[config.mk]
export PLATFORM = sky130hd
export DESIGN_NAME = channel_combiner
export DESIGN_NICKNAME = d
export VERILOG_FILES = /design/src/beam_pkg.sv /design/src/channel_combiner.sv
export SDC_FILE = /design/constraint.sdc
export NUM_CORES = 1
export LEC_CHECK = 0
export ABC_AREA = 1
export BUFFER_PORTS_ARGS = -buffer_cell sky130_fd_sc_hd__buf_2
export CAP_MARGIN = 40
export CORE_AREA = 5 5 503 505
export CTS_BUF_LIST = sky130_fd_sc_hd__clkbuf_8
export CTS_CLUSTER_DIAMETER = 50
export CTS_CLUSTER_SIZE = 40
export DETAILED_ROUTE_END_ITERATION = 8
export DIE_AREA = 0 0 508 510
export GPL_TIMING_DRIVEN = 0
export MAX_ROUTING_LAYER = met4
export PLACE_DENSITY = 0.39
export SLEW_MARGIN = 15
export SYNTH_ARGS = -nofsm -noshare
export SYNTH_HDL_FRONTEND = slang
export SYNTH_SLANG_ARGS = --single-unit
[constraint.sdc]
create_clock -name clock -period 4.3 [get_ports clock]
set_input_delay 0.86 -clock clock [delete_from_list [all_inputs] [get_ports clock]]
set_output_delay 0.86 -clock clock [all_outputs]
set_load 0.05 [all_outputs]
[src/beam_pkg.sv]
// ~~~~~~~~~~~~~~~~~~~~~~~~~~~~~~~~~~~~~~~~~~~~~~~~~~~~~~~~~~~~
// widths, counts and vector types for the beamforming combiner
// imported by every RTL and testbench file of the design
// ~~~~~~~~~~~~~~~~~~~~~~~~~~~~~~~~~~~~~~~~~~~~~~~~~~~~~~~~~~~~
package beam_pkg;

    // number of antenna channels combined into the single output stream
    localparam int num_channels = 4;

    // samples packed into one 128-bit word, lane 0 in the low bits
    localparam int num_lanes = 8;

    // one signed sample, real or imaginary
    localparam int sample_width = 16;

    // one signed weight part in Q1.7
    localparam int weight_width = 8;
    localparam int weight_frac_bits = 7;

    // a full sample by weight product needs the sum of both widths
    localparam int product_width = sample_width + weight_width;

    // width of a whole beat word on the stream
    localparam int word_width = num_lanes * sample_width;

    // cycles from an accepted beat to its output beat
    // decode 1, complex multiply 2, combine 1
    localparam int pipe_latency = 4;

    // one signed lane of a word
    typedef logic signed [sample_width-1:0] sample_t;

    // one signed weight part, range -1.0 up to 127/128
    typedef logic signed [weight_width-1:0] weight_t;

    // full precision product, before the Q1.7 scaling shift
    typedef logic signed [product_width-1:0] product_t;

    // packed word of num_lanes samples as it appears on the ports
    typedef logic [word_width-1:0] word_t;

endpackage

[src/channel_combiner.sv]
// ~~~~~~~~~~~~~~~~~~~~~~~~~~~~~~~~~~~~~~~~~~~~~~~~~~~~~~~~~~~~
// lane by lane sum of the weighted channels, output register
// ~~~~~~~~~~~~~~~~~~~~~~~~~~~~~~~~~~~~~~~~~~~~~~~~~~~~~~~~~~~~
module channel_combiner import beam_pkg::*; (
    input  logic    clock,
    input  logic    resetn,

    // strobes of channel 0 stand for all channels, they run in lockstep
    input  logic    prod_valid,
    input  logic    prod_last,
    input  sample_t prod_real [num_channels][num_lanes],
    input  sample_t prod_imag [num_channels][num_lanes],

    output logic    out_valid,
    output logic    out_last,
    output word_t   out_real,
    output word_t   out_imag
);

    // per lane totals over all channels
    sample_t sum_real [num_lanes];
    sample_t sum_imag [num_lanes];

    // the accumulator stays at sample width, so every add wraps to 16 bits
    // which matches the wrapped sum the output stream is defined by
    always_comb begin
        for (int l = 0; l < num_lanes; l++) begin
            sum_real[l] = '0;
            sum_imag[l] = '0;
            for (int c = 0; c < num_channels; c++) begin
                sum_real[l] = sum_real[l] + prod_real[c][l];
                sum_imag[l] = sum_imag[l] + prod_imag[c][l];
            end
        end
    end

    always_ff @(posedge clock) begin
        if (!resetn) begin
            out_valid <= 1'b0;
            out_last  <= 1'b0;
        end else begin
            out_valid <= prod_valid;
            out_last  <= prod_last;
        end
    end

    // pack the lanes back into words, lane 0 in the low bits as on the input
    always_ff @(posedge clock) begin
        if (prod_valid) begin
            for (int l = 0; l < num_lanes; l++) begin
                out_real[l*sample_width +: sample_width] <= sum_real[l];
                out_imag[l*sample_width +: sample_width] <= sum_imag[l];
            end
        end
    end

endmodule

==> results.json <==
{
  "drv_slew": 0,
  "worstPathCellList": "buf_2 -> fa_1 -> fa_1 -> ha_1 -> fa_1 -> nand3_1 -> nand2_1 -> nand2_1 -> nand2_1 -> nand2_1 -> nand2_1 -> nand2_1 -> nand2_1",
  "grt_pass1_vias": 36100,
  "vias": 34000,
  "critPathSlowestCell": "fa_1",
  "syn_avg_cell_area_um2": 7.46,
  "peakVddDrop_v": 0.000264,
  "routedWlPerCell_um": 18.1,
  "gr-total-overflow": 0,
  "maxCapViolations": 0,
  "cts_root_buf": "clkbuf_8",
  "die_height_um": 510,
  "core_um2": 248000,
  "htree_num_levels": 3,
  "start_util_pct": 14.8,
  "final_cell_mix": "inv_1, buf_2, nand2_1",
  "wirelength_mm": 176,
  "drc": 0,
  "startpoint": "prod_imag[1]",
  "p_leak_nw": 28.6,
  "syn_nets": 6656,
  "ys_warn_count": 0,
  "crit_required_ns": 4.78,
  "pre_cts_ws_ns": 0.204,
  "drtAntennaViolNets": 0,
  "cp_slowest_stage_delay_ns": 0.63,
  "die_w_um": 508,
  "ys_seq_elements": 258,
  "relSlewSlack_pct": 49.4,
  "cts_setup_buffers": 0,
  "antenna_found_initial": 143,
  "cp_top_family": "adder cells",
  "syn_inst": 4908,
  "rows": 183,
  "fp.dieArea_um2": 259000,
  "area_growth_pct": 34.5,
  "grt_max_degree": 75,
  "grt_use_total_pct": 13.7,
  "cp.depth": 13,
  "cts_resized": 0,
  "final_layout_size_suffix_gt1_share_pct": 22.9,
  "critPathKind": "in -> reg",
  "place_congestion": 0.981,
  "startpoint_type": "input port",
  "post-route-min-period_ns": 3.27,
  "status": "finished, final reports clean",
  "dp_hpwl_mm": 162,
  "synth_area_um2": 36600,
  "fin_ws_ns": 1.03,
  "grt_pass1_wl_mm": 249,
  "port_buffers": 1285,
  "synth-seq-area-share_pct": 21.1,
  "worst-path-buf-inv": 1,
  "cts_num_sinks": 258,
  "finalHoldViolCount": 0,
  "hold_depth": 3,
  "rsz0062_at_grt": "no",
  "path_clk_slew_ns": 0.05,
  "cp_data_arrival_time_ns": 3.75,
  "cts_tree": "done",
  "place_inst": 9526,
  "finalSetupViolations": 0,
  "cts_buffer_depth": 3,
  "end_kind": "register",
  "fmax_mhz": 306,
  "fin_nets": 8020,
  "drt-pass1-iter-count": 5,
  "hold_class": "in -> reg",
  "final_common_cell": "inv_1",
  "ys_types": 20,
  "crit_path_frequent_cell": "nand2_1",
  "post-route-period-util_pct": 76.0,
  "worstMarginPinSlew_ns": 0.757,
  "cp_max_fo": 4,
  "hp-start": "prod_last",
  "vias_per_cell": 3.49,
  "cts_hold_repair.buffers": 0,
  "power_per_cell_area_nw_per_um2": 507,
  "ioPinCount": 1286,
  "final_cells": 9754,
  "drt_iter0_drc": 1293,
  "cts_buffers": 74
}
==> tightest hold or removal path: stages <==
cell	delay [ns]
buf_2	0.08
nand2_1	0.04
inv_1	0.04
==> metrics by stage <==
step	setup TNS (ns)	utilization [%]	hold WS, ns	total power [mW]	cell area, um^2
after global placement	-698.17	19.1	1.08	21.2	47200
after global routing	0	19.9	0.198	27.3	49200
after floorplan	0	-	0.953	15.7	36600
after CTS	0	19.8	0.145	25.6	49000
final	0	19.9	0.322	25.0	49200
after detailed placement	0	19.1	1.07	21.2	47300
==> synth_stat cells <==
| master | instances | area (um^2) |
|---|---|---|
| a21oi_1 | 157 | 786 |
| a21oi_2 | 2 | 17.5 |
| and2_1 | 26 | 163 |
| and2_2 | 1 | 7.51 |
| dfxtp_1 | 2 | 40.0 |
| edfxtp_1 | 256 | 7690 |
| fa_1 | 480 | 9610 |
| ha_1 | 240 | 3000 |
| inv_1 | 1781 | 6690 |
| nand2_1 | 1272 | 4770 |
| nand2_2 | 25 | 156 |
| nand3_1 | 216 | 1080 |
| nand4_1 | 61 | 382 |
| nor2_1 | 218 | 818 |
| nor2_2 | 10 | 62.6 |
| nor3_1 | 5 | 25.0 |
| o21ai_0 | 12 | 60.1 |
| o21bai_1 | 14 | 105 |
| xnor2_1 | 46 | 403 |
| xor2_1 | 84 | 736 |
==> where the power goes <==
part           internal [mW]  total, mW  switching, mW
combinational           4.65       16.2           11.5
sequential              4.34       4.66          0.325
clock                   2.35       4.13           1.78
==> sequential cells by signal, indices dropped and copies added, names as in the netlist <==
name       count
out_last       1
out_imag     128
out_real     128
out_valid      1
==> routing by layer <==
metal	global-route usage, %	vias up	wire, um
met5	-	-	0
met4	3.63	0	4590
met3	4.80	216	16000
met2	22.4	1206	82400
met1	15.9	15600	73300
li1	-	17000	-
==> cell type report <==
class	count	area, um^2
fillers	28400	199000
well taps	3330	4170
diodes	92	230
clock buffers	74	1020
repair buffers	1288	6520
multi-input cells	2869	22200
inverters	1781	6690
clock inverters	62	691
flip-flops and latches	258	7730
==> kinds of logic after synthesis <==
family	after synthesis	synth area share [%]
compound gates	185	2.65
simple gates	1834	20.4
flops	258	21.1
buf+inv	1781	18.3
fa+ha+maj	720	34.5
xor+xnor	130	3.11
==> worst paths after layout <==
kind	end	slack [ns]
max	out_imag[127]	1.03
min	out_last	0.32
Note: power is estimated with default switching activity, not from simulation.
